==> src/design/displayPkg.sv <==
`default_nettype none

package displayPkg;

    //////////////////////////////////////////////////////////////////////
    // types
    //////////////////////////////////////////////////////////////////////

    // scan count, object position, size or border thickness in pixels
    typedef logic [9:0] coord_t;

    // colour select code as seen by the colour mux
    typedef logic [2:0] selCode_t;

    //////////////////////////////////////////////////////////////////////
    // visible window of the 800x525 scan
    //////////////////////////////////////////////////////////////////////

    // horizontal limits, both inclusive
    localparam coord_t H_ACTIVE_START = 10'd144;
    localparam coord_t H_ACTIVE_END   = 10'd784;

    // vertical limits, both inclusive
    localparam coord_t V_ACTIVE_START = 10'd35;
    localparam coord_t V_ACTIVE_END   = 10'd515;

    //////////////////////////////////////////////////////////////////////
    // fixed select codes
    //////////////////////////////////////////////////////////////////////

    // nothing drawn
    localparam selCode_t SEL_BLANK  = 3'd0;
    localparam selCode_t SEL_BORDER = 3'd6;

    // rectangles per layer (walls, scrolls)
    localparam int NUM_OBJECTS = 8;

endpackage : displayPkg

`default_nettype wire

==> src/design/objectHitTest.sv <==
`default_nettype none

// inside test for one rectangle placed relative to the visible origin
module objectHitTest
(
    input  wire displayPkg::coord_t hCount,
    input  wire displayPkg::coord_t vCount,
    input  wire displayPkg::coord_t posH,
    input  wire displayPkg::coord_t posV,
    input  wire displayPkg::coord_t width,
    input  wire displayPkg::coord_t height,
    output logic                    hit
);
    import displayPkg::*;

    // two spare bits so origin + position + size never wraps
    typedef logic [$bits(coord_t)+1:0] edge_t;

    edge_t leftEdge;
    edge_t rightEdge;
    edge_t topEdge;
    edge_t bottomEdge;

    // absolute edges in scan counts
    always_comb
    begin
        leftEdge   = edge_t'(H_ACTIVE_START) + edge_t'(posH);
        rightEdge  = leftEdge + edge_t'(width);
        topEdge    = edge_t'(V_ACTIVE_START) + edge_t'(posV);
        bottomEdge = topEdge + edge_t'(height);
    end

    // both bounds inclusive, so size 0 still covers the corner pixel
    assign hit = (edge_t'(hCount) >= leftEdge) && (edge_t'(hCount) <= rightEdge)
              && (edge_t'(vCount) >= topEdge)  && (edge_t'(vCount) <= bottomEdge);

endmodule : objectHitTest

`default_nettype wire

==> src/design/layerPriority.sv <==
`default_nettype none

// one layer of rectangles, lowest index wins on overlap
module layerPriority
(
    input  wire displayPkg::coord_t   hCount,
    input  wire displayPkg::coord_t   vCount,
    input  wire displayPkg::coord_t   posH   [displayPkg::NUM_OBJECTS],
    input  wire displayPkg::coord_t   posV   [displayPkg::NUM_OBJECTS],
    input  wire displayPkg::coord_t   width  [displayPkg::NUM_OBJECTS],
    input  wire displayPkg::coord_t   height [displayPkg::NUM_OBJECTS],
    input  wire displayPkg::selCode_t color  [displayPkg::NUM_OBJECTS],
    output logic                      anyHit,
    output displayPkg::selCode_t      hitColor
);
    import displayPkg::*;

    logic [NUM_OBJECTS-1:0] hits;

    //////////////////////////////////////////////////////////////////////
    // per-object rectangle tests
    //////////////////////////////////////////////////////////////////////

    for (genvar i = 0; i < NUM_OBJECTS; i++)
    begin : gObject
        objectHitTest uHit
        (
            .hCount (hCount),
            .vCount (vCount),
            .posH   (posH[i]),
            .posV   (posV[i]),
            .width  (width[i]),
            .height (height[i]),
            .hit    (hits[i])
        );
    end

    //////////////////////////////////////////////////////////////////////
    // priority pick
    //////////////////////////////////////////////////////////////////////

    assign anyHit = |hits;

    // walk from the top index down so the lowest hit is written last
    always_comb
    begin
        hitColor = SEL_BLANK;
        for (int i = NUM_OBJECTS - 1; i >= 0; i--)
        begin
            if (hits[i])
            begin
                hitColor = color[i];
            end
        end
    end

endmodule : layerPriority

`default_nettype wire

==> src/design/screenRegion.sv <==
`default_nettype none

// visible window and border band of the scan
module screenRegion
(
    input  wire displayPkg::coord_t hCount,
    input  wire displayPkg::coord_t vCount,
    input  wire displayPkg::coord_t borderWidth,
    input  wire displayPkg::coord_t borderHeight,
    output logic                    visible,
    output logic                    onBorder
);
    import displayPkg::*;

    logic   hInside;
    logic   vInside;
    coord_t fromLeft;
    coord_t fromRight;
    coord_t fromTop;
    coord_t fromBottom;

    assign hInside = (hCount >= H_ACTIVE_START) && (hCount <= H_ACTIVE_END);
    assign vInside = (vCount >= V_ACTIVE_START) && (vCount <= V_ACTIVE_END);
    assign visible = hInside && vInside;

    //////////////////////////////////////////////////////////////////////
    // distance to each window edge
    //////////////////////////////////////////////////////////////////////

    // only meaningful inside the window, where none of these can wrap
    assign fromLeft   = hCount - H_ACTIVE_START;
    assign fromRight  = H_ACTIVE_END - hCount;
    assign fromTop    = vCount - V_ACTIVE_START;
    assign fromBottom = V_ACTIVE_END - vCount;

    // band is inclusive of the thickness itself
    always_comb
    begin
        onBorder = 1'b0;
        if (visible)
        begin
            onBorder = (fromLeft <= borderWidth) || (fromRight <= borderWidth)
                    || (fromTop <= borderHeight) || (fromBottom <= borderHeight);
        end
    end

endmodule : screenRegion

`default_nettype wire

==> src/design/pixelSelect.sv <==
`default_nettype none

// per-pixel colour select with one register stage
module pixelSelect
(
    input  wire                       clk,
    input  wire                       rstN,

    input  wire displayPkg::coord_t   hCount,
    input  wire displayPkg::coord_t   vCount,
    input  wire displayPkg::coord_t   borderWidth,
    input  wire displayPkg::coord_t   borderHeight,

    input  wire displayPkg::coord_t   playerPosH,
    input  wire displayPkg::coord_t   playerPosV,
    input  wire displayPkg::coord_t   playerWidth,
    input  wire displayPkg::coord_t   playerHeight,
    input  wire displayPkg::selCode_t playerColor,

    input  wire displayPkg::coord_t   wallPosH    [displayPkg::NUM_OBJECTS],
    input  wire displayPkg::coord_t   wallPosV    [displayPkg::NUM_OBJECTS],
    input  wire displayPkg::coord_t   wallWidth   [displayPkg::NUM_OBJECTS],
    input  wire displayPkg::coord_t   wallHeight  [displayPkg::NUM_OBJECTS],
    input  wire displayPkg::selCode_t wallColor   [displayPkg::NUM_OBJECTS],

    input  wire displayPkg::coord_t   scrollPosH  [displayPkg::NUM_OBJECTS],
    input  wire displayPkg::coord_t   scrollPosV  [displayPkg::NUM_OBJECTS],
    input  wire displayPkg::coord_t   scrollWidth [displayPkg::NUM_OBJECTS],
    input  wire displayPkg::coord_t   scrollHeight[displayPkg::NUM_OBJECTS],
    input  wire displayPkg::selCode_t scrollColor [displayPkg::NUM_OBJECTS],

    output displayPkg::selCode_t      sel
);
    import displayPkg::*;

    logic     visible;
    logic     onBorder;
    logic     playerHit;
    logic     wallHit;
    selCode_t wallHitColor;
    logic     scrollHit;
    selCode_t scrollHitColor;
    selCode_t nextSel;

    //////////////////////////////////////////////////////////////////////
    // region and object tests
    //////////////////////////////////////////////////////////////////////

    screenRegion uRegion
    (
        .hCount       (hCount),
        .vCount       (vCount),
        .borderWidth  (borderWidth),
        .borderHeight (borderHeight),
        .visible      (visible),
        .onBorder     (onBorder)
    );

    objectHitTest uPlayer
    (
        .hCount (hCount),
        .vCount (vCount),
        .posH   (playerPosH),
        .posV   (playerPosV),
        .width  (playerWidth),
        .height (playerHeight),
        .hit    (playerHit)
    );

    layerPriority uWalls
    (
        .hCount   (hCount),
        .vCount   (vCount),
        .posH     (wallPosH),
        .posV     (wallPosV),
        .width    (wallWidth),
        .height   (wallHeight),
        .color    (wallColor),
        .anyHit   (wallHit),
        .hitColor (wallHitColor)
    );

    layerPriority uScrolls
    (
        .hCount   (hCount),
        .vCount   (vCount),
        .posH     (scrollPosH),
        .posV     (scrollPosV),
        .width    (scrollWidth),
        .height   (scrollHeight),
        .color    (scrollColor),
        .anyHit   (scrollHit),
        .hitColor (scrollHitColor)
    );

    //////////////////////////////////////////////////////////////////////
    // priority and output stage
    //////////////////////////////////////////////////////////////////////

    // blank, border, player, walls, scrolls, then blank
    always_comb
    begin
        if (!visible)
        begin
            nextSel = SEL_BLANK;
        end
        else if (onBorder)
        begin
            nextSel = SEL_BORDER;
        end
        else if (playerHit)
        begin
            nextSel = playerColor;
        end
        else if (wallHit)
        begin
            nextSel = wallHitColor;
        end
        else if (scrollHit)
        begin
            nextSel = scrollHitColor;
        end
        else
        begin
            nextSel = SEL_BLANK;
        end
    end

    // one cycle from counts to sel
    always_ff @(posedge clk)
    begin
        if (!rstN)
        begin
            sel <= SEL_BLANK;
        end
        else
        begin
            sel <= nextSel;
        end
    end

endmodule : pixelSelect

`default_nettype wire

==> config.mk <==
export PLATFORM = sky130hd
export DESIGN_NAME = pixelSelect
export DESIGN_NICKNAME = d
export VERILOG_FILES = /design/src/design/displayPkg.sv /design/src/design/objectHitTest.sv /design/src/design/layerPriority.sv /design/src/design/screenRegion.sv /design/src/design/pixelSelect.sv
export SDC_FILE = /design/constraint.sdc
export NUM_CORES = 2
export LEC_CHECK = 0
export BUFFER_PORTS_ARGS = -buffer_cell sky130_fd_sc_hd__buf_2
export CORE_ASPECT_RATIO = 0.6
export CORE_MARGIN = 5
export CORE_UTILIZATION = 45
export CTS_BUF_LIST = sky130_fd_sc_hd__clkbuf_16
export CTS_CLUSTER_SIZE = 10
export DETAILED_ROUTE_END_ITERATION = 8
export PLACE_DENSITY = 0.68
export SETUP_SLACK_MARGIN = 0.05
export SLEW_MARGIN = 0
export SYNTH_ARGS = -nofsm -noshare
export SYNTH_HDL_FRONTEND = slang
export SYNTH_SLANG_ARGS = --single-unit
==> constraint.sdc <==
create_clock -name clk -period 11.3 [get_ports clk]
set_input_delay 0.565 -clock clk [delete_from_list [all_inputs] [get_ports clk]]
set_output_delay 0.565 -clock clk [all_outputs]
set_load 0.005 [all_outputs]
== Yosys cells after proc, flatten, opt, wreduce, memory -nomap -nowiden ==
Index checks and enable logic that the tools add are counted.

* Register bits: 3
* Word-level logic and storage cells: 234
* Bits of input ports: 773
* Output and inout bits: 3

* Bitwise logic cells: 2
* Muxes and demuxes: 21
* $add $sub $neg: 72
* Reduce and logical (&&, ||, !) cells: 61
* Magnitude comparators: 76

{| class="wikitable"
|+ Operator list
! cell !! number
|-
| 10-bit by 12-bit less-or-equal comparator with 1-bit output || 34
|-
| 12-bit by 10-bit adder with 12-bit output || 18
|-
| 10-bit by 12-bit >= comparator with 1-bit output || 18
|-
| 11-bit by 10-bit adder with 12-bit output || 16
|-
| 6-bit by 10-bit adder with 11-bit output, first input constant || 17
|-
| 8-bit by 10-bit adder with 11-bit output, first input constant || 17
|-
| 10-bit by 11-bit >= comparator with 1-bit output || 16
|-
| 3-bit 2-to-1 mux || 20
|-
| 1-bit logical AND || 54
|-
| 10-bit less-or-equal comparator || 4
|-
| 10-bit less-or-equal comparator, second input constant || 2
|-
| 10-bit subtractor, first input constant || 2
|-
| 8-bit OR reduction || 2
|-
| 10-bit by 6-bit >= comparator with 1-bit output, second input constant || 1
|-
| 10-bit by 8-bit >= comparator with 1-bit output, second input constant || 1
|-
| 10-bit by 6-bit subtractor with 10-bit output, second input constant || 1
|-
| 10-bit by 8-bit subtractor with 10-bit output, second input constant || 1
|-
| 1-bit logical OR || 3
|-
| 3-bit OR reduction || 1
|-
| 1-bit inverter || 2
|-
| 2-bit AND reduction || 1
|-
| 1-bit 2-to-1 mux || 1
|}

== Logic depth before layout (Yosys ltp) ==
* Depth after elaboration: 18
* Gate-level depth with buffers: 26
* Gate-level depth less buffers: 26

== Cells and area by module ==
Synthesis repeated with hierarchy kept, for this count alone.

* Cell total of the unflattened synthesis: 4589
* Area, all modules: 35670.5 um^2

{| class="wikitable"
|+ By module, submodules not included
! module !! area an instance (um^2) !! cells an instance !! instances !! sequential area each (um^2)
|-
| objectHitTest (uPlayer ...) || 1981.9 || 252 || 10 || 0.0
|-
| objectHitTest (uScrolls.gObject[5].uHit ...) || 1968.1 || 253 || 7 || 0.0
|-
| screenRegion || 1478.9 || 200 || 1 || 0.0
|-
| layerPriority || 220.2 || 40 || 2 || 0.0
|-
| pixelSelect || 155.1 || 18 || 1 || 60.1
|}

== Worst setup path before layout ==
Ideal clock, no wire load.

* Kind: input port to flip-flop
* From: input wallPosV[40] (netlist bit)
* To: register sel[1]
* Path buffers: 0
* Setup slack: 6.546 ns
* Required time: 11.180 ns
* Cell stages on the path: 24
* Data arrival time: 4.634 ns
* Library setup time: 0.120 ns
* Cell sequence: inv_1 ha_1 inv_1 ha_1 a21o_1 a21oi_1 o21bai_1 a21oi_1 o21bai_1 a21oi_1 o21bai_1 a21oi_1 xor2_1 ha_1 a21oi_1 o21ai_0 o311ai_0 a31oi_1 nor4bb_1 nor4_1 and4b_1 nand2_1 a211oi_1 o31a_1

* Word-level cells in the longest chain between the ends: 11
* Elaborated cells between the ends (all ways): 14
* Those cells by class: add/sub (2); order compare (2); mux (7); reduce/logical (3)

{| class="wikitable"
|+ RTL lines
! element !! RTL line !! source
|-
| from (decl) || pixelSelect.sv:21 || <nowiki>input wire displayPkg::coord_t wallPosV [displayPkg::NUM_OBJECTS],</nowiki>
|-
| 6-bit by 10-bit adder with 11-bit output (*) || objectHitTest.sv:29 || <nowiki>topEdge = edge_t'(V_ACTIVE_START) + edge_t'(posV);</nowiki>
|-
| 11-bit by 10-bit adder with 12-bit output or 10-bit by 11-bit >= comparator with 1-bit output (tied branches) || objectHitTest.sv:30, objectHitTest.sv:35 ||
|-
| 10-bit by 12-bit less-or-equal comparator with 1-bit output or 1-bit logical AND (tied branches) || objectHitTest.sv:35 || <nowiki>&& (edge_t'(vCount) >= topEdge) && (edge_t'(vCount) <= bottomEdge);</nowiki>
|-
| 1-bit logical AND (*) || objectHitTest.sv:35 ||
|-
| 3-bit 2-to-1 mux (4 in a row) || layerPriority.sv:50 || <nowiki>if (hits[i])</nowiki>
|-
| 3-bit 2-to-1 mux (*) || pixelSelect.sv:115 || <nowiki>else if (wallHit)</nowiki>
|-
| 3-bit 2-to-1 mux (*) || pixelSelect.sv:111 || <nowiki>else if (playerHit)</nowiki>
|-
| 3-bit 2-to-1 mux (*) || pixelSelect.sv:107 || <nowiki>else if (onBorder)</nowiki>
|-
| to (signal assigned) || pixelSelect.sv:138 || <nowiki>sel <= nextSel;</nowiki>
|-
| to (decl) || pixelSelect.sv:32 || <nowiki>output displayPkg::selCode_t sel</nowiki>
|}

Every way passes the cells marked *; elsewhere a longest branch is shown, timed or not.
A chain may end at the register's enable or synchronous reset.

== Worst setup path in the final report ==
* From: input scrollPosV[40] (netlist bit)
* To: register sel[1]

* Word-level cells in the longest chain between the ends: 12
* Elaborated cells between the ends (all ways): 15
* Those cells by class: add/sub (2); order compare (2); mux (8); reduce/logical (3)

{| class="wikitable"
|+ RTL lines
! element !! RTL line !! source
|-
| from (decl) || pixelSelect.sv:27 || <nowiki>input wire displayPkg::coord_t scrollPosV [displayPkg::NUM_OBJECTS],</nowiki>
|-
| 6-bit by 10-bit adder with 11-bit output (*) || objectHitTest.sv:29 ||
|-
| 11-bit by 10-bit adder with 12-bit output or 10-bit by 11-bit >= comparator with 1-bit output (tied branches) || objectHitTest.sv:30, objectHitTest.sv:35 ||
|-
| 10-bit by 12-bit less-or-equal comparator with 1-bit output or 1-bit logical AND (tied branches) || objectHitTest.sv:35 ||
|-
| 1-bit logical AND (*) || objectHitTest.sv:35 ||
|-
| 3-bit 2-to-1 mux (4 in a row) || layerPriority.sv:50 ||
|-
| 3-bit 2-to-1 mux (*) || pixelSelect.sv:119 || <nowiki>else if (scrollHit)</nowiki>
|-
| 3-bit 2-to-1 mux (*) || pixelSelect.sv:115 ||
|-
| 3-bit 2-to-1 mux (*) || pixelSelect.sv:111 ||
|-
| 3-bit 2-to-1 mux (*) || pixelSelect.sv:107 ||
|}

Marks and branches as above.

==> impl_metrics.toml <==
[status]
status = "completed"

[worst_setup_path]
worstSetupStartpoint = "scrollPosV[40]"
crit_path_start_kind = "input pin"
worstSetupEndpointType = "flip-flop"
cp_max_fo = 4
path_delay_family = "compound AO/OA/AOI/OAI gates"
cp_slowest_cell = "o32ai_1"
crit_buf_inv = 3
crit_type = "input pin to flip-flop"
cpPeakStageDelay_ps = 870
arrival_ps = 5680
required_ps = 11470
cp_common_cell = "a21oi_1"

[floorplanning]
io_pins = 776
core_region_area_um2 = 74100
fp.dieW_um = 364
die_area_um2 = 80900
start_util_pct = 45.6
die_h_um = 222
num_rows = 77

[global_route]
grt_pass1_vias = 34000
grt_overflow = 0
antenna_found_initial = 73
grtUsageTotal_pct = 30.3
grt_max_degree = 42
grt_first_pass_wirelength_um = 195000

[sta]
slew_viol_final = 0
hold_viol = 0
final.setup.tns_ps = 0
worst_pin_slew_ps = 1130
layout_min_cycle_time_ps = 5520
fin_crit_sh_pct = 48.8
setup_violations = 0
fmax_mhz = 181
slew_headroom_pct = 24.8
holdWs_ps = 674
setup_slack_ps = 5780
rsz0062_at_grt = "no"

[yosys]
seq_area_frac_synth_pct = 0.178
synth_enable_flop_cells = 0
synth_flop_cell = "dfxtp_1"
synth_seq_cells = 3
avgSynthCellArea_um2 = 7.67
async_reset_ff_share_pct = 0
netlist_area_um2 = 33800
synth_nets = 6309
synth.distinct_cells = 78
yosys_warnings = 0
synthCells = 4404

[route]
ant_nets = 0
drcViolationCount = 0
drt-wirelength-per-cell_um = 20.8
drtPass1Iterations = 6
via_per_inst = 5.71
drt-total-wl_um = 130000
vias = 35700
drt_iter0_drc = 2600

[clock_tree]
cts_hold_buf = 0
cts_buffers = 3
tritoncts = "done"
clk_pin_slew_ps = 30
ctsResizeCount = 0
clockRootBuffer = "clkbuf_16"
clk_path_buf_depth = 2
cts_sinks = 3
cts_setup_buffers = 0
cts_max_level = 1

[layout]
nNetsFinal = 7107
final_cell_mix = "ha_1, buf_2, inv_1"
seq_area_um2 = 60.1
multi_input_area_um2 = 31500
regMostFlops = "sel"
syn2layout_area_growth_pct = 16.3
nFillCells = 7320
reg.largest.list = "sel (3)"
drive_above_1_share_pct = 15.8
mostFrequentLayoutCell = "ha_1"
largest_reg_flops = 3

[placement]
post-place-ws_ps = 5520
io_buffers = 775
hpwlAfterDp_um = 110000
globalplace.congestion = 0.970

[power]
ir_drop_uv = 46.1
p_leak_nw = 20.9
powerDensity_nw_per_um2 = 71.9

[hold_path]
min_path_type = "input pin to flip-flop"
holdCritStartpoint = "playerColor[2]"

[flow_run]
maxCapViolations = 0
## synthesized netlist by cell type, types with 30 or more instances
| cell type | n | share of area, % |
|---|---|---|
| nand2_1 | 186 | 2.1 |
| ha_1 | 1098 | 41 |
| o21bai_1 | 119 | 2.6 |
| o21a_1 | 64 | 1.4 |
| nand3_1 | 70 | 1.0 |
| nor3_1 | 89 | 1.3 |
| xnor2_1 | 315 | 8.2 |
| a21oi_1 | 393 | 5.8 |
| a211oi_1 | 56 | 1.2 |
| o211ai_1 | 41 | 0.91 |
| nor2b_1 | 68 | 1.3 |
| nand4_1 | 113 | 2.1 |
| a21o_1 | 129 | 2.9 |
| nor2_1 | 188 | 2.1 |
| fa_1 | 34 | 2.0 |
| nand2b_1 | 80 | 1.5 |
| xor2_1 | 162 | 4.2 |
| inv_1 | 581 | 6.5 |
| a2111oi_0 | 30 | 0.78 |
| o21ai_0 | 257 | 3.8 |
## report_power, final
part | switching, W | internal, W
registers | 0.000000264 | 0.0000117
clock network | 0.00000937 | 0.0000456
logic | 0.00153 | 0.00123
## cell families after synthesis
group	Yosys count	share of synthesized area (%)
XOR/XNOR	477	12.4
adder cells (fa/ha/maj)	1132	42.7
buffers and inverters	586	6.52
multiplexers	2	0.0629
flip-flops	3	0.178
AND/OR/NAND/NOR	906	13.7
AO/OA/AOI/OAI	1298	24.6
## metrics by stage
stage,area (um^2),util [%],instances,power [W]
after global placement,39100,52.7,6184,0.00266
after CTS,39200,52.8,6188,0.00279
after detailed placement,39100,52.7,6184,0.00271
final,39300,53.0,6248,0.00282
after global routing,39300,53.0,6230,0.00318
after floorplan,33800,-,4404,0.00193
## area by class of cell
type | count | area share (%)
well taps | 987 | 3.14
multi-input cells | 3815 | 80.3
diodes | 60 | 0.382
clock buffers | 3 | 0.191
flip-flops and latches | 3 | 0.153
inverters | 581 | 5.55
clock inverters | 1 | 0.00955
repair buffers | 798 | 10.3
## path summary, 6_finish.rpt
path | endpoint | slack [ps] | cells past startpoint
setup / recovery | sel[1] | 5780 | 25
hold / removal | sel[2] | 670 | 3
## metal layers
layer	vias up	wire, um	GRT usage (%)
li1	17800	-	-
met1	16400	61200	43.5
met2	1297	55300	47.6
met3	182	10200	3.99
met4	24	3250	7.82
met5	-	138	0
No activity file was read; power rests on OpenSTA's default activity.
